`src/lchk_settings.svh`:
```
// shared constants for the four-lane link checker
// rx words follow the TLK2711 order, the msb byte sits on rxd[15:8]
// the apb map assumes byte addresses and a 32-bit data bus
`ifndef LCHK_SETTINGS_SVH
`define LCHK_SETTINGS_SVH

`define LCHK_NUM_LANES      4
`define LCHK_WORD_W         16

// control words, k flags given as {msb, lsb}
`define LCHK_SYNC_WORD      16'hC5BC
`define LCHK_SYNC_KFLAGS    2'b01
`define LCHK_SOF_WORD       16'h5CFB
`define LCHK_EOF_WORD       16'hFDFE
`define LCHK_FRAME_KFLAGS   2'b11

// fixed frame fields
`define LCHK_HEAD0          16'hEB90
`define LCHK_HEAD1          16'hE116
`define LCHK_FILE_END       16'h8101

// apb register map
`define LCHK_APB_AW         8
`define LCHK_ADDR_CTRL      8'h00
`define LCHK_ADDR_CLEAR     8'h04
`define LCHK_ADDR_LANE_BASE 8'h20
`define LCHK_LANE_STRIDE    8'h10
`define LCHK_OFF_GOOD       8'h0
`define LCHK_OFF_ERRS       8'h4
`define LCHK_OFF_LAST       8'h8

`endif
```
`src/lchk_pkg.sv`:
```
// types shared by the link checker blocks
// frame numbers and lengths travel as plain 16-bit words
`default_nettype none
`include "lchk_settings.svh"

package lchk_pkg;

    typedef logic [`LCHK_WORD_W-1:0] word_t;
    typedef logic [3:0]              err_code_t;
    typedef logic [15:0]             cnt_t;

    localparam int KIND_W = 3;

    // symbol kinds out of the decoder, DATA means no k flag
    typedef enum logic [KIND_W-1:0] {
        KIND_DATA,
        KIND_SYNC,
        KIND_SOF,
        KIND_EOF,
        KIND_BADK
    } sym_kind_t;

    typedef enum logic [3:0] {
        ST_HUNT,
        ST_SYNCED,
        ST_HEAD0,
        ST_HEAD1,
        ST_FILE_END,
        ST_FRAME_NUM,
        ST_LENGTH,
        ST_DATA,
        ST_CHECKSUM,
        ST_EOF
    } chk_state_t;

    // error codes, code 2 (bad SOF) is reserved since a stray word
    // while synced already reports code 1
    localparam err_code_t ERR_NONE      = 4'd0;
    localparam err_code_t ERR_SYNC      = 4'd1;
    localparam err_code_t ERR_HEAD0     = 4'd3;
    localparam err_code_t ERR_HEAD1     = 4'd4;
    localparam err_code_t ERR_FILE_END  = 4'd5;
    localparam err_code_t ERR_FRAME_NUM = 4'd6;
    localparam err_code_t ERR_ODD_LEN   = 4'd7;
    localparam err_code_t ERR_DATA      = 4'd8;
    localparam err_code_t ERR_CSUM      = 4'd9;
    localparam err_code_t ERR_EOF       = 4'd10;
    localparam err_code_t ERR_KCHAR     = 4'd11;

endpackage

`default_nettype wire

```
`src/lchk_top.sv`:
```
// four-lane rx link checker for TLK2711 test mode
// a rx word shows up as a pulse 2 cycles later, in the registers after 3
// no back-pressure on the lanes, all lanes start disabled
`timescale 1ns/1ps
`default_nettype none
`include "lchk_settings.svh"

module lchk_top (
    input  wire                                     clk,
    input  wire                                     i_arst_n,
    input  wire  [`LCHK_NUM_LANES*`LCHK_WORD_W-1:0] i_rxd,
    input  wire  [`LCHK_NUM_LANES-1:0]              i_rkmsb,
    input  wire  [`LCHK_NUM_LANES-1:0]              i_rklsb,
    input  wire                                     i_psel,
    input  wire                                     i_penable,
    input  wire                                     i_pwrite,
    input  wire  [`LCHK_APB_AW-1:0]                 i_paddr,
    input  wire  [31:0]                             i_pwdata,
    output logic [31:0]                             o_prdata,
    output logic                                    o_pready,
    output logic                                    o_pslverr
);

    localparam int N  = `LCHK_NUM_LANES;
    localparam int W  = `LCHK_WORD_W;
    localparam int KW = lchk_pkg::KIND_W;

    logic [N*W-1:0]  word_bus;
    logic [N*KW-1:0] kind_bus;
    logic [N-1:0]    good;
    logic [N-1:0]    err;
    logic [N*4-1:0]  err_code_bus;
    logic [N-1:0]    lane_en;
    logic [N-1:0]    lane_clr;

    lchk_symbol_decode u_decode (
        .clk      (clk),
        .i_arst_n (i_arst_n),
        .i_rxd    (i_rxd),
        .i_rkmsb  (i_rkmsb),
        .i_rklsb  (i_rklsb),
        .o_word   (word_bus),
        .o_kind   (kind_bus)
    );

    // one checker per lane
    for (genvar n = 0; n < N; n++) begin : g_lane
        lchk_frame_checker u_chk (
            .clk        (clk),
            .i_arst_n   (i_arst_n),
            .i_en       (lane_en[n]),
            .i_clr      (lane_clr[n]),
            .i_word     (word_bus[n*W +: W]),
            .i_kind     (lchk_pkg::sym_kind_t'(kind_bus[n*KW +: KW])),
            .o_good     (good[n]),
            .o_err      (err[n]),
            .o_err_code (err_code_bus[n*4 +: 4])
        );
    end

    lchk_apb_regs u_regs (
        .clk        (clk),
        .i_arst_n   (i_arst_n),
        .i_psel     (i_psel),
        .i_penable  (i_penable),
        .i_pwrite   (i_pwrite),
        .i_paddr    (i_paddr),
        .i_pwdata   (i_pwdata),
        .o_prdata   (o_prdata),
        .o_pready   (o_pready),
        .o_pslverr  (o_pslverr),
        .i_good     (good),
        .i_err      (err),
        .i_err_code (err_code_bus),
        .o_lane_en  (lane_en),
        .o_lane_clr (lane_clr)
    );

endmodule

`default_nettype wire

```
`src/lchk_apb_regs.sv`:
```
// apb slave with zero wait states, pready is tied high
// CTRL holds the lane enables, a write to CLEAR strobes per-lane clear
// error counts saturate at ffff, good counts wrap
// unmapped addresses answer with pslverr and change nothing
`timescale 1ns/1ps
`default_nettype none
`include "lchk_settings.svh"

module lchk_apb_regs (
    input  wire                                clk,
    input  wire                                i_arst_n,
    input  wire                                i_psel,
    input  wire                                i_penable,
    input  wire                                i_pwrite,
    input  wire  [`LCHK_APB_AW-1:0]            i_paddr,
    input  wire  [31:0]                        i_pwdata,
    output logic [31:0]                        o_prdata,
    output logic                               o_pready,
    output logic                               o_pslverr,
    input  wire  [`LCHK_NUM_LANES-1:0]         i_good,
    input  wire  [`LCHK_NUM_LANES-1:0]         i_err,
    input  wire  [`LCHK_NUM_LANES*4-1:0]       i_err_code,
    output logic [`LCHK_NUM_LANES-1:0]         o_lane_en,
    output logic [`LCHK_NUM_LANES-1:0]         o_lane_clr
);

    localparam int N = `LCHK_NUM_LANES;

    lchk_pkg::cnt_t      good_cnt [N];
    lchk_pkg::cnt_t      err_cnt  [N];
    lchk_pkg::err_code_t last_err [N];

    logic access;
    logic hit;
    logic wr;

    function automatic logic [`LCHK_APB_AW-1:0] lane_addr(input int lane, input int off);
        return `LCHK_APB_AW'(`LCHK_ADDR_LANE_BASE + lane * `LCHK_LANE_STRIDE + off);
    endfunction

    assign access   = i_psel && i_penable;
    assign wr       = access && i_pwrite && hit;
    assign o_pready = 1'b1;

    ////////////////////////////////////////////////////////////
    // address decode and read mux
    ////////////////////////////////////////////////////////////
    always_comb begin
        o_prdata = '0;
        hit      = 1'b0;
        if (i_paddr == `LCHK_ADDR_CTRL) begin
            hit      = 1'b1;
            o_prdata = 32'(o_lane_en);
        end else if (i_paddr == `LCHK_ADDR_CLEAR) begin
            // write-only strobe, reads as zero
            hit = 1'b1;
        end
        for (int n = 0; n < N; n++) begin
            if (i_paddr == lane_addr(n, `LCHK_OFF_GOOD)) begin
                hit      = 1'b1;
                o_prdata = 32'(good_cnt[n]);
            end else if (i_paddr == lane_addr(n, `LCHK_OFF_ERRS)) begin
                hit      = 1'b1;
                o_prdata = 32'(err_cnt[n]);
            end else if (i_paddr == lane_addr(n, `LCHK_OFF_LAST)) begin
                hit      = 1'b1;
                o_prdata = 32'(last_err[n]);
            end
        end
        o_pslverr = access && !hit;
    end

    // CTRL and the clear strobe
    always_ff @(posedge clk or negedge i_arst_n) begin
        if (!i_arst_n) begin
            o_lane_en  <= '0;
            o_lane_clr <= '0;
        end else begin
            o_lane_clr <= '0;
            if (wr && i_paddr == `LCHK_ADDR_CTRL) o_lane_en <= i_pwdata[N-1:0];
            if (wr && i_paddr == `LCHK_ADDR_CLEAR) o_lane_clr <= i_pwdata[N-1:0];
        end
    end

    ////////////////////////////////////////////////////////////
    // per-lane result counters
    ////////////////////////////////////////////////////////////
    always_ff @(posedge clk or negedge i_arst_n) begin
        if (!i_arst_n) begin
            for (int n = 0; n < N; n++) begin
                good_cnt[n] <= '0;
                err_cnt[n]  <= '0;
                last_err[n] <= lchk_pkg::ERR_NONE;
            end
        end else begin
            for (int n = 0; n < N; n++) begin
                if (o_lane_clr[n]) begin
                    good_cnt[n] <= '0;
                    err_cnt[n]  <= '0;
                    last_err[n] <= lchk_pkg::ERR_NONE;
                end else begin
                    if (i_good[n]) good_cnt[n] <= good_cnt[n] + 1'b1;
                    if (i_err[n]) begin
                        last_err[n] <= i_err_code[n*4 +: 4];
                        if (err_cnt[n] != '1) err_cnt[n] <= err_cnt[n] + 1'b1;
                    end
                end
            end
        end
    end

endmodule

`default_nettype wire

```
`src/lchk_frame_checker.sv`:
```
// test frame checker for one lane
// pulses o_good or o_err one cycle after the deciding word
// any error drops back to HUNT, the link has to resync first
// while disabled the FSM sits in HUNT and the expected number is kept
`timescale 1ns/1ps
`default_nettype none
`include "lchk_settings.svh"

module lchk_frame_checker (
    input  wire                        clk,
    input  wire                        i_arst_n,
    input  wire                        i_en,
    input  wire                        i_clr,
    input  wire  [`LCHK_WORD_W-1:0]    i_word,
    input  wire  lchk_pkg::sym_kind_t  i_kind,
    output logic                       o_good,
    output logic                       o_err,
    output lchk_pkg::err_code_t        o_err_code
);

    lchk_pkg::chk_state_t state;
    lchk_pkg::chk_state_t nxt_state;
    lchk_pkg::err_code_t  nxt_err;
    logic                 frame_ok;
    logic                 data_field;
    logic                 num_bad;

    lchk_pkg::word_t exp_num;
    lchk_pkg::word_t data_exp;
    lchk_pkg::word_t rem;
    lchk_pkg::word_t csum;

    assign data_field = state inside {lchk_pkg::ST_HEAD0, lchk_pkg::ST_HEAD1,
                                      lchk_pkg::ST_FILE_END, lchk_pkg::ST_FRAME_NUM,
                                      lchk_pkg::ST_LENGTH, lchk_pkg::ST_DATA,
                                      lchk_pkg::ST_CHECKSUM};

    assign num_bad = (state == lchk_pkg::ST_FRAME_NUM) && (i_kind == lchk_pkg::KIND_DATA)
                     && (i_word != exp_num);

    ////////////////////////////////////////////////////////////
    // next state and field checks
    ////////////////////////////////////////////////////////////
    always_comb begin
        nxt_state = state;
        nxt_err   = lchk_pkg::ERR_NONE;
        frame_ok  = 1'b0;
        if (data_field && i_kind != lchk_pkg::KIND_DATA) begin
            nxt_err = lchk_pkg::ERR_KCHAR;
        end else begin
            case (state)
                lchk_pkg::ST_HUNT: begin
                    if (i_kind == lchk_pkg::KIND_SYNC) nxt_state = lchk_pkg::ST_SYNCED;
                end
                lchk_pkg::ST_SYNCED: begin
                    if (i_kind == lchk_pkg::KIND_SOF) begin
                        nxt_state = lchk_pkg::ST_HEAD0;
                    end else if (i_kind != lchk_pkg::KIND_SYNC) begin
                        nxt_err = lchk_pkg::ERR_SYNC;
                    end
                end
                lchk_pkg::ST_HEAD0: begin
                    nxt_state = lchk_pkg::ST_HEAD1;
                    if (i_word != `LCHK_HEAD0) nxt_err = lchk_pkg::ERR_HEAD0;
                end
                lchk_pkg::ST_HEAD1: begin
                    nxt_state = lchk_pkg::ST_FILE_END;
                    if (i_word != `LCHK_HEAD1) nxt_err = lchk_pkg::ERR_HEAD1;
                end
                lchk_pkg::ST_FILE_END: begin
                    nxt_state = lchk_pkg::ST_FRAME_NUM;
                    if (i_word != `LCHK_FILE_END) nxt_err = lchk_pkg::ERR_FILE_END;
                end
                lchk_pkg::ST_FRAME_NUM: begin
                    nxt_state = lchk_pkg::ST_LENGTH;
                    if (num_bad) nxt_err = lchk_pkg::ERR_FRAME_NUM;
                end
                lchk_pkg::ST_LENGTH: begin
                    if (i_word[0]) begin
                        nxt_err = lchk_pkg::ERR_ODD_LEN;
                    end else if (i_word == '0) begin
                        // empty frame, checksum follows at once
                        nxt_state = lchk_pkg::ST_CHECKSUM;
                    end else begin
                        nxt_state = lchk_pkg::ST_DATA;
                    end
                end
                lchk_pkg::ST_DATA: begin
                    if (i_word != data_exp) begin
                        nxt_err = lchk_pkg::ERR_DATA;
                    end else if (rem == lchk_pkg::word_t'(1)) begin
                        nxt_state = lchk_pkg::ST_CHECKSUM;
                    end
                end
                lchk_pkg::ST_CHECKSUM: begin
                    nxt_state = lchk_pkg::ST_EOF;
                    if (i_word != csum) nxt_err = lchk_pkg::ERR_CSUM;
                end
                lchk_pkg::ST_EOF: begin
                    if (i_kind == lchk_pkg::KIND_EOF) begin
                        frame_ok  = 1'b1;
                        nxt_state = lchk_pkg::ST_SYNCED;
                    end else begin
                        nxt_err = lchk_pkg::ERR_EOF;
                    end
                end
                default: nxt_state = lchk_pkg::ST_HUNT;
            endcase
        end
        if (nxt_err != lchk_pkg::ERR_NONE) nxt_state = lchk_pkg::ST_HUNT;
    end

    ////////////////////////////////////////////////////////////
    // control state and result pulses
    ////////////////////////////////////////////////////////////
    always_ff @(posedge clk or negedge i_arst_n) begin
        if (!i_arst_n) begin
            state      <= lchk_pkg::ST_HUNT;
            exp_num    <= '0;
            o_good     <= 1'b0;
            o_err      <= 1'b0;
            o_err_code <= lchk_pkg::ERR_NONE;
        end else begin
            state      <= i_en ? nxt_state : lchk_pkg::ST_HUNT;
            o_good     <= i_en && frame_ok;
            o_err      <= i_en && (nxt_err != lchk_pkg::ERR_NONE);
            o_err_code <= i_en ? nxt_err : lchk_pkg::ERR_NONE;
            if (i_clr) begin
                exp_num <= '0;
            end else if (i_en && frame_ok) begin
                exp_num <= exp_num + 1'b1;
            end else if (i_en && num_bad) begin
                // resync the sequence to what the sender uses
                exp_num <= i_word + 1'b1;
            end
        end
    end

    // data pattern, remaining words and running checksum
    always_ff @(posedge clk) begin
        if (state == lchk_pkg::ST_LENGTH) begin
            rem      <= {1'b0, i_word[`LCHK_WORD_W-1:1]};
            data_exp <= '0;
        end else if (state == lchk_pkg::ST_DATA) begin
            rem      <= rem - 1'b1;
            data_exp <= data_exp + 1'b1;
        end
        if (state == lchk_pkg::ST_HEAD0) begin
            csum <= i_word;
        end else if (data_field && state != lchk_pkg::ST_CHECKSUM) begin
            csum <= csum + i_word;
        end
    end

endmodule

`default_nettype wire

```
`src/lchk_symbol_decode.sv`:
```
// input register stage for all lanes, adds one cycle
// the only place where sync, SOF and EOF are recognised
// any flagged word that is not one of those comes out as BADK
`timescale 1ns/1ps
`default_nettype none
`include "lchk_settings.svh"

module lchk_symbol_decode (
    input  wire                                         clk,
    input  wire                                         i_arst_n,
    input  wire  [`LCHK_NUM_LANES*`LCHK_WORD_W-1:0]     i_rxd,
    input  wire  [`LCHK_NUM_LANES-1:0]                  i_rkmsb,
    input  wire  [`LCHK_NUM_LANES-1:0]                  i_rklsb,
    output logic [`LCHK_NUM_LANES*`LCHK_WORD_W-1:0]     o_word,
    output logic [`LCHK_NUM_LANES*lchk_pkg::KIND_W-1:0] o_kind
);

    localparam int W  = `LCHK_WORD_W;
    localparam int KW = lchk_pkg::KIND_W;

    function automatic lchk_pkg::sym_kind_t classify(
        input lchk_pkg::word_t word,
        input logic [1:0]      kflags
    );
        lchk_pkg::sym_kind_t kind;
        if (kflags == 2'b00) begin
            kind = lchk_pkg::KIND_DATA;
        end else if (kflags == `LCHK_SYNC_KFLAGS && word == `LCHK_SYNC_WORD) begin
            kind = lchk_pkg::KIND_SYNC;
        end else if (kflags == `LCHK_FRAME_KFLAGS && word == `LCHK_SOF_WORD) begin
            kind = lchk_pkg::KIND_SOF;
        end else if (kflags == `LCHK_FRAME_KFLAGS && word == `LCHK_EOF_WORD) begin
            kind = lchk_pkg::KIND_EOF;
        end else begin
            kind = lchk_pkg::KIND_BADK;
        end
        return kind;
    endfunction

    // raw words, passed on unchanged
    always_ff @(posedge clk) begin
        o_word <= i_rxd;
    end

    always_ff @(posedge clk or negedge i_arst_n) begin
        if (!i_arst_n) begin
            // every lane reads as plain data
            o_kind <= '0;
        end else begin
            for (int n = 0; n < `LCHK_NUM_LANES; n++) begin
                o_kind[n*KW +: KW] <= classify(i_rxd[n*W +: W], {i_rkmsb[n], i_rklsb[n]});
            end
        end
    end

endmodule

`default_nettype wire

```
`config.mk`:
```
export PLATFORM = sky130hd
export DESIGN_NAME = lchk_top
export DESIGN_NICKNAME = d
export VERILOG_FILES = /design/src/lchk_pkg.sv /design/src/lchk_top.sv /design/src/lchk_apb_regs.sv /design/src/lchk_frame_checker.sv /design/src/lchk_symbol_decode.sv
export VERILOG_INCLUDE_DIRS = /design/src /design/src/src
export SDC_FILE = /design/constraint.sdc
export NUM_CORES = 1
export LEC_CHECK = 0
export BUFFER_PORTS_ARGS = -buffer_cell sky130_fd_sc_hd__buf_2
export CAP_MARGIN = 10
export CORE_MARGIN = 2
export CORE_UTILIZATION = 40
export CTS_BUF_LIST = sky130_fd_sc_hd__clkbuf_8
export CTS_CLUSTER_SIZE = 40
export DETAILED_ROUTE_END_ITERATION = 16
export PLACE_DENSITY_LB_ADDON = 0.15
export RECOVER_POWER = 100
export REMOVE_ABC_BUFFERS = 1
export SLEW_MARGIN = 20
export SYNTH_ARGS = -nofsm -noshare
export SYNTH_HDL_FRONTEND = slang
export SYNTH_SLANG_ARGS = --single-unit
```
`constraint.sdc`:
```
create_clock -name clk -period 4.6 [get_ports clk]
set_clock_uncertainty 0.2 [all_clocks]
set_input_delay 0.46 -clock clk [delete_from_list [all_inputs] [get_ports clk]]
set_output_delay 0.46 -clock clk [all_outputs]
set_load 0.005 [all_outputs]
```
==> results of run 1 <==
-- Yosys cell counts (all sizes together), types with 49 or more instances --
cell type  count
nand3        133
inv           91
nand4        117
nor2         404
nor4          71
nor3          90
o21ai        212
dfxtp        132
dfrtp        268
ha            84
a31oi         53
and3          79
mux2i         49
xnor2        175
a22oi         67
nand2        380
xor2         196
edfxtp       124
a21oi        166
clkbuf       180
-- per-stage QoR --
step | worst slack [ps] | utilization [%] | hold slack (ps)
2_1_floorplan | 443 | - | -35.6
3_3_place_gp | 1010 | 42.2 | 256
3_5_place_dp | 978 | 42.2 | 260
4_1_cts | 1090 | 45.7 | 93.6
5_1_grt | 414 | 45.4 | 151
6_report | 292 | 45.4 | 210
-- final cells by class --
type,instances,area share (%)
Multi-Input combinational cell,2874,49.3
Antenna cell,1,0.00688
Inverter,93,0.959
Clock inverter,64,1.01
Timing Repair Buffer,260,4.78
Sequential cell,524,35.9
Clock buffer,114,4.31
Tap cell,1060,3.65
-- kinds of logic after synthesis --
logic type	Yosys count	synth area share (%)
buffers and inverters	320	4.06
flip-flops	524	40.5
multiplexers	63	2.01
AO/OA/AOI/OAI	780	15.7
other	2	0.0233
XOR/XNOR	371	10.1
adder cells (fa/ha/maj)	88	3.51
AND/OR/NAND/NOR	1555	24.1
-- power groups by stage --
stage / clock network [µW] / logic (µW) / registers [µW]
global placement: 0 / 585 / 5010
finish: 4520 / 635 / 4920
CTS: 4670 / 641 / 4920
global route: 4870 / 711 / 4930
floorplan: 0 / 344 / 4960
detailed placement: 0 / 588 / 5010
-- repair_timing --
action / CTS / global route
hold buffers: 82 / 0
hold endpoints to repair: 160 / 0
setup buffers: 0 / 0
-- metal layers --
layer / vias up / share of wire [%] / track usage [%] / routed length (µm)
li1: 13688 / - / - / -
met2: 721 / 43 / 33.1 / 40400
met4: 10 / 2.3 / 6.01 / 2100
met3: 166 / 6.1 / 4.25 / 5620
met1: 13309 / 48 / 32.3 / 44700
met5: - / 0.062 / 0 / 58
-- state kept, by name, indices dropped and copies added, names as in the netlist --
signal,cells
g_lane.u_chk.csum,64
g_lane.u_chk.data_exp,64
g_lane.u_chk.exp_num,64
g_lane.u_chk.rem,64
u_decode.o_word,64
u_regs.err_cnt,64
u_regs.good_cnt,64
g_lane.u_chk.o_err_code,16
g_lane.u_chk.state,16
u_regs.last_err,16
u_decode.o_kind,12
g_lane.u_chk.o_err,4
g_lane.u_chk.o_good,4
u_regs.o_lane_clr,4
u_regs.o_lane_en,4
-- how the worst max path moves through the flow --
stage,startpoint,endpoint,slack [ps],depth (start not counted)
6_report,i_paddr[1],u_regs.o_lane_en[0]$_DFFE_PN0P_,290,7
5_1_grt,g_lane[3].u_chk.state[0]$_DFFE_PN0P_,g_lane[3].u_chk.exp_num[4]$_DFFE_PN0P_,410,10
4_1_cts,i_paddr[1],o_prdata[3],1090,8
3_5_place_dp,i_paddr[1],u_regs.o_lane_en[0]$_DFFE_PN0P_,980,7
3_3_place_gp,i_paddr[1],u_regs.o_lane_en[0]$_DFFE_PN0P_,1010,7
2_1_floorplan,g_lane[3].u_chk.state[0]$_DFFE_PN0P_,g_lane[3].u_chk.exp_num[9]$_DFFE_PN0P_,440,7
-- worst reg2reg max path: cells and delay by family (launching register included) --
| kind | cells | cell delay, ps |
|---|---|---|
| buf+inv | 4 | 1730 |
| compound gates | 4 | 790 |
| flops | 1 | 610 |
| simple gates | 2 | 380 |
==> results.toml, run 1 <==
[outcome]
result_of_the_run = "complete, but fails checks"
violations = "max-capacitance violations, max-slew violations"

[synthesis]
post-synth-top-area-fraction_pct = 20.8
yosys.cell_types.count = 92
synth.ff_latch_count = 524
synth_enable_flop_cells = 124
number_of_standard_cells_after_synthesis = 3703
synth.avg_cell_area_um2 = 8.71
synth_warnings = 0
netlist_top_cells_area = "sky130_fd_sc_hd__dfrtp_1 (21%), sky130_fd_sc_hd__edfxtp_1 (12%), sky130_fd_sc_hd__dfxtp_1 (8.2%), sky130_fd_sc_hd__xor2_1 (5.3%), sky130_fd_sc_hd__xnor2_1 (4.8%)"
commonest_register_cell_after_synthesis = "sky130_fd_sc_hd__dfrtp_1"
mappedNetlistArea_um2 = 32300
seq_area_frac_synth_pct = 40.5
post-synth-top-area-cell = "sky130_fd_sc_hd__dfrtp_1"
asyncSetResetFlopFracSynth_pct = 51.1

[pwr]
pwr-share-seq_pct = 48.8
power_density_nw_per_um2 = 277
switching_power_uw = 2590
max-vdd-ir-drop_uv = 256
finalPower_uw = 10100
combinationalPowerShare_pct = 6.3
share_clk_of_total_power_pct = 44.9
switching_share_pct = 25.7
p_int_uw = 7490
cellLeakagePower_uw = 0.0148

[timing]
slew_violations = 277
setup_viol = 0
setup_repair_after_global_routing_missed_its_margin = "false"
count_of_endpoints_failing_hold_in_the_final_timing_report = 0
period_needed_ps = 4310
worst_slew_pin_slew_ps = 2130
slew-limit-headroom_pct = -41.8
setup_tns_ps = 0
post-route-period-util_pct = 93.7
max_clock_freq_ghz = 0.232

[setup_path]
timing.reg2reg.worst_path_depth = 10
critical_path_peak_fanout = 7
timing_worst_setup_path_type = "in2reg"
rr_endpoint = "g_lane[3].u_chk.exp_num[4]$_DFFE_PN0P_"
cp_num_buf_inv = 1
worst_setup_path_start_kind = "input pin"
crit_path_max_incr_delay_ps = 1500
timing.critical_path.to_type = "register"
crit_slowest_cell = "sky130_fd_sc_hd__a2111oi_0"
regToRegSetupSlack_ps = 710
r2r_start = "g_lane[3].u_chk.state[0]$_DFFE_PN0P_"
crit_required_ps = 4970
critPathArrivalTime_ps = 4680
worstPathCellList = "clkbuf_1 > nor4b_2 > nor2_1 > a2111oi_0 > nand4_1 > nor3_1 > mux2_2"
delay_heaviest_family_cp = "simple AND/OR/NAND/NOR gates"

[final_layout]
multiInputGateArea_um2 = 18000
layout-drive-gt1-share_pct = 7.46
area.sequential_um2 = 13100
area_growth_syn_to_layout_pct = 12.8
fillCellCount = 8004
layout.cells.most_common = "sky130_fd_sc_hd__nor2_1"
final_cells = 4990
final_standard_cell_area_without_fillers_um2 = 36400
final_nets = 4055
most-common-layout-cells = "sky130_fd_sc_hd__nor2_1 (402), sky130_fd_sc_hd__nand2_1 (380), sky130_fd_sc_hd__dfrtp_1 (268), sky130_fd_sc_hd__o21ai_0 (212), sky130_fd_sc_hd__xor2_1 (196)"

[hold_path]
holdCritPathClass = "in2reg"
hold_path.startpoint = "i_rxd[41]"
hold_path_end = "u_decode.o_word[41]$_DFF_P_"
whs_path_depth = 2

[floorplanning]
die-height_um = 288
initial_utilization_pct = 40.3
core_region_area_um2 = 80200
design.die.area_um2 = 83000
num_io_pins = 151
fp.dieW_um = 288
row_count = 104

[grt]
grt_remaining_overflow = 0
grt_antenna_before_repair = 6
grt_max_degree = 81
grt_first_pass_wirelength_mm = 148
grt_util_all_layers_pct = 22.1
first_global_vias = 26281

[routing]
routed_vias = 27894
initialDrtViolationCount = 2059
drt_drc_violations_left = 0
vias_per_cell = 5.59
routed_wire_length_per_instance_um = 18.6
ant_nets = 0
drtPass1Iterations = 7
postRouteWirelength_mm = 92.8

[cts]
h-tree-depth = 3
cts_tree = "done"
numClockSinks = 524
clock_path_buffers = 3
tritoncts.num_buffers = 97
clock_tree_root = "sky130_fd_sc_hd__clkbuf_8"
clk_pin_slew_ps = 60
post_cts_resize_count = 0
clk-insertion-delay-late_ps = 710

[job]
cap_viol_max_count = 7

[placement]
dp.cells = 4729
place.port_buffers = 105
dpl_cell_area_um2 = 33800
place_hpwl_mm = 63.5
place_congestion = 0.868
Note: power is estimated with default switching activity, not from simulation.
==> run 2, diff against run 1 <==
- SETUP_SLACK_MARGIN: not set -> 0.4
- clock period: 4.6 -> 4.33 ns (I/O delays scaled with it)
==> results.toml, run 2 (synthesis gave the netlist of run 1 again) <==
[final_layout]
layout.cells.most_common = "sky130_fd_sc_hd__nor2_1"
most-common-layout-cells = "sky130_fd_sc_hd__nor2_1 (402), sky130_fd_sc_hd__nand2_1 (380), sky130_fd_sc_hd__dfrtp_1 (268), sky130_fd_sc_hd__o21ai_0 (211), sky130_fd_sc_hd__xor2_1 (196)"
area_growth_syn_to_layout_pct = 13.8
layout-drive-gt1-share_pct = 8.00
final_nets = 4072

[placement]
place_hpwl_mm = 64.2
place_congestion = 0.894
place.port_buffers = 105
dp_worst_setup_slack_ps = 798

[cts]
clk-insertion-delay-late_ps = 700
clock_path_buffers = 3
cts_tree = "done"
h-tree-depth = 3
numClockSinks = 524
clock_tree_root = "sky130_fd_sc_hd__clkbuf_8"
tritoncts.num_buffers = 98
post_cts_resize_count = 0
clk_pin_slew_ps = 60

[floorplanning]
design.die.area_um2 = 83000
fp.dieW_um = 288
num_io_pins = 151
die-height_um = 288
row_count = 104
initial_utilization_pct = 40.3
core_region_area_um2 = 80200

[grt]
grt_remaining_overflow = 0
grt_max_degree = 94
grt_first_pass_wirelength_mm = 147
grt_antenna_before_repair = 6
first_global_vias = 26174
grt_util_all_layers_pct = 22.0

[routing]
vias_per_cell = 5.61
drt_drc_violations_left = 0
routed_wire_length_per_instance_um = 18.5
initialDrtViolationCount = 2048
drtPass1Iterations = 5
postRouteWirelength_mm = 92.9
ant_nets = 0
routed_vias = 28121

[setup_path]
timing.reg2reg.worst_path_depth = 8
timing.critical_path.to_type = "register"
critPathArrivalTime_ps = 4230
worst_setup_path_start_kind = "register"
crit_path_max_incr_delay_ps = 600
critical_path_peak_fanout = 17
crit_required_ps = 4730
most_frequent_cell_on_the_critical_path = "sky130_fd_sc_hd__nor2_1"
worstPathCellList = "nor2_1 > nor2_1 > clkbuf_1 > o21bai_1 > o41ai_1 > or4_2 > or4_1 > a221oi_1"
timing_worst_setup_path_type = "reg2reg"
crit_slowest_cell = "sky130_fd_sc_hd__or4_2"

[timing]
post-route-period-util_pct = 88.4
setup_tns_ps = 0
slew_violations = 305
period_needed_ps = 3830
setup_repair_after_global_routing_missed_its_margin = "false"
count_of_endpoints_failing_hold_in_the_final_timing_report = 0
worst_slew_pin_slew_ps = 2440
slew-limit-headroom_pct = -62.9
setup_viol = 0
max_clock_freq_ghz = 0.261
post-route-worst-setup-slack_ps = 503

[outcome]
result_of_the_run = "complete, but fails checks"
violations = "max-capacitance violations, max-slew violations"

[pwr]
power_density_nw_per_um2 = 301
cellLeakagePower_uw = 0.0149
max-vdd-ir-drop_uv = 188

[hold_path]
holdCritPathClass = "in2async"

[job]
cap_viol_max_count = 5
## run 2: worst paths after layout
path                                                      start                                    to  slack (ps)
min in group clk                                       i_pwrite       u_regs.o_lane_en[2]$_DFFE_PN0P_          70
min                                                    i_arst_n       u_regs.good_cnt[57]$_DFFE_PN0P_          40
min reg2reg                g_lane[1].u_chk.rem[15]$_SDFFE_PP0P_  g_lane[1].u_chk.rem[15]$_SDFFE_PP0P_         270
max                        g_lane[1].u_chk.state[1]$_DFFE_PN0P_  g_lane[1].u_chk.state[0]$_DFFE_PN0P_         500
max reg2reg                g_lane[1].u_chk.state[1]$_DFFE_PN0P_  g_lane[1].u_chk.state[0]$_DFFE_PN0P_         500
max in group asynchronous                              i_arst_n        u_regs.err_cnt[16]$_DFFE_PN0P_        1190
## run 2: power by group
part	total [µW]	switching [µW]	leakage [µW]	internal, µW
Clock	5150	2270	0.00123	2880
Sequential	5220	138	0.00589	5090
Combinational	691	388	0.00781	302
## run 2: timing repair
item | CTS | global route
endpoints found under the hold margin | 311 | 0
hold buffers | 88 | 0
buffers inserted | 0 | 0
## run 2: final cells by class
cell class / instances / area, µm²
fill: 7963 / 43400
multi-input combinational: 2874 / 18000
sequential: 524 / 13100
timing repair buffer: 276 / 1880
clock buffer: 127 / 1750
tap: 1060 / 1330
clock inverter: 57 / 378
inverter: 93 / 349
antenna: 1 / 2.50
## run 2: per-layer routing
metal  part of all wire [%]  global-route usage (%)
met5                  0.057                       0
met4                    2.2                    6.19
met3                    6.0                    3.94
met1                     49                    32.5
met2                     43                    32.7
## run 2: stage by stage
stage | util [%] | std cells | total power [µW] | cell area [µm²] | hold slack, ps
final | 45.8 | 5012 | 11100 | 36700 | 35.0
after global routing | 45.8 | 5012 | 11500 | 36700 | 68.7
after CTS | 46.1 | 5011 | 11200 | 36900 | 8.52
after detailed placement | 42.3 | 4739 | 5960 | 33900 | 177
after global placement | 42.3 | 4739 | 5960 | 33900 | 177
after floorplan | - | 3491 | 5640 | 31400 | -62.6
## run 2: critical path: cells and delay by family, from the launching register on
family | cells | cell delay [ps]
buffers and inverters | 1 | 450
flip-flops | 1 | 540
AO/OA/AOI/OAI | 3 | 870
AND/OR/NAND/NOR | 4 | 1650
==> run 3, diff against run 2 <==
- PLACE_DENSITY: not set -> 0.56
- PLACE_DENSITY_LB_ADDON: 0.15 -> not set
==> results.toml, run 3 (synthesis gave the netlist of run 1 again) <==
[outcome]
violations = "max-capacitance violations, max-slew violations"
result_of_the_run = "complete, but fails checks"

[setup_path]
critPathArrivalTime_ps = 4060
timing.critical_path.to_type = "register"
crit_path_max_incr_delay_ps = 840
r2r_start = "g_lane[2].u_chk.state[1]$_DFFE_PN0P_"
timing.reg2reg.worst_path_depth = 9
crit_slowest_cell = "sky130_fd_sc_hd__clkbuf_1"
regToRegSetupSlack_ps = 640
worst_setup_path_startpoint = "g_lane[2].u_chk.state[1]$_DFFE_PN0P_"
worst_setup_path_start_kind = "register"
critical_path_peak_fanout = 22
rr_endpoint = "g_lane[2].u_chk.exp_num[8]$_DFFE_PN0P_"
crit_path_end = "g_lane[2].u_chk.exp_num[8]$_DFFE_PN0P_"
worstPathCellList = "nor4bb_1 > clkbuf_1 > nand2_1 > clkinv_1 > nor2_1 > o31a_1 > clkbuf_1 > nor2_1 > a32o_1"
timing_worst_setup_path_type = "reg2reg"
crit_required_ps = 4700

[floorplanning]
row_count = 104
core_region_area_um2 = 80200
fp.dieW_um = 288
die-height_um = 288
design.die.area_um2 = 83000
num_io_pins = 151
initial_utilization_pct = 40.3

[cts]
clock_path_buffers = 3
post_cts_buffers = 0
h-tree-depth = 3
clk_pin_slew_ps = 60
clk-insertion-delay-late_ps = 710
clock_tree_root = "sky130_fd_sc_hd__clkbuf_8"
post_cts_resize_count = 0
cts_tree = "done"
hold_buffers = 81
tritoncts.num_buffers = 97
numClockSinks = 524

[routing]
routed_vias = 28089
ant_nets = 0
initialDrtViolationCount = 2157
drt_drc_violations_left = 0
routed_wire_length_per_instance_um = 18.5
drtPass1Iterations = 5
vias_per_cell = 5.60
postRouteWirelength_mm = 92.8

[grt]
first_global_vias = 26265
grt_antenna_before_repair = 8
grt_max_degree = 99
grt_first_pass_wirelength_mm = 147
grt_util_all_layers_pct = 22.1
grt_remaining_overflow = 0

[timing]
slew-limit-headroom_pct = -71.1
post-route-period-util_pct = 85.1
slew_violations = 284
setup_tns_ps = 0
worst_slew_pin_slew_ps = 2570
period_needed_ps = 3690
setup_repair_after_global_routing_missed_its_margin = "false"
max_clock_freq_ghz = 0.271
count_of_endpoints_failing_hold_in_the_final_timing_report = 0
setup_viol = 0

[final_layout]
layout-drive-gt1-share_pct = 7.72
layout.cells.most_common = "sky130_fd_sc_hd__nor2_1"
final_nets = 4071
area_growth_syn_to_layout_pct = 13.4
most-common-layout-cells = "sky130_fd_sc_hd__nor2_1 (404), sky130_fd_sc_hd__nand2_1 (380), sky130_fd_sc_hd__dfrtp_1 (267), sky130_fd_sc_hd__o21ai_0 (212), sky130_fd_sc_hd__xor2_1 (196)"

[placement]
place.port_buffers = 105
place_hpwl_mm = 63.8
place_congestion = 0.914

[job]
cap_viol_max_count = 5

[pwr]
finalPower_uw = 11000
cellLeakagePower_uw = 0.0149
max-vdd-ir-drop_uv = 217
power_density_nw_per_um2 = 300

[hold_path]
holdCritPathClass = "in2reg"
## run 3: cell count changes in the layout (fill, tap and decap cells not counted), sizes merged
| cell | before | now |
|---|---|---|
| clkinv | 16 | 20 |
| clkinvlp | 1 | 3 |
| inv | 129 | 127 |
| clkbuf | 221 | 223 |
| buf | 94 | 93 |
| dlygate4sd3 | 88 | 81 |
| bufinv | 4 | 5 |
| diode | 1 | 3 |
## run 3: critical path: cells and delay by family, from the launching register on
family / cells / cell delay (ps)
and+or+nand+nor: 4 / 780
DFF: 1 / 670
buffers and inverters: 3 / 1410
AOI/OAI and AO/OA: 2 / 480
## run 3: power breakdown
part | switching (µW) | total, µW | internal [µW]
clock network | 2260 | 5090 | 2820
logic | 396 | 699 | 303
registers | 129 | 5210 | 5090
## run 3: worst min-delay path by stage
stage	start	end	slack, ps	depth (start not counted)
3_5_place_dp	g_lane[0].u_chk.rem[15]$_SDFFE_PP0P_	g_lane[0].u_chk.rem[15]$_SDFFE_PP0P_	260	1
3_3_place_gp	g_lane[2].u_chk.rem[15]$_SDFFE_PP0P_	g_lane[2].u_chk.rem[15]$_SDFFE_PP0P_	250	1
6_report	i_paddr[7]	u_regs.o_lane_clr[0]$_DFF_PN0_	150	5
5_1_grt	i_paddr[7]	u_regs.o_lane_clr[0]$_DFF_PN0_	140	5
2_1_floorplan	i_arst_n	g_lane[0].u_chk.exp_num[0]$_DFFE_PN0P_	-60	0
4_1_cts	i_rxd[9]	u_decode.o_word[9]$_DFF_P_	100	2
## run 3: metrics by stage
step / setup slack [ps] / cell area, µm² / utilization, % / hold slack [ps] / cells
final: 644 / 36600 / 45.7 / 152 / 5013
after floorplan: 173 / 31400 / - / -62.6 / 3491
after detailed placement: 888 / 34000 / 42.4 / 258 / 4746
after global routing: 324 / 36600 / 45.7 / 136 / 5011
after global placement: 918 / 34000 / 42.4 / 249 / 4746
after CTS: 947 / 36800 / 46.0 / 104 / 5010
## run 3: area by class of cell
class                           count  area (µm²)
Fill cell                        7926       43600
Multi-Input combinational cell   2874       17900
Sequential cell                   524       13100
Timing Repair Buffer              276        1830
Clock buffer                      121        1670
Tap cell                         1060        1330
Clock inverter                     62         413
Inverter                           93         349
Antenna cell                        3        7.51
## run 3: metal layers
| metal | up-vias | share of wire (%) | GRT usage (%) |
|---|---|---|---|
| li1 | 13713 | - | - |
| met5 | - | 0.065 | 0 |
| met4 | 10 | 2.2 | 5.85 |
| met2 | 762 | 43 | 33.0 |
| met3 | 172 | 6.0 | 4.17 |
| met1 | 13432 | 49 | 32.4 |
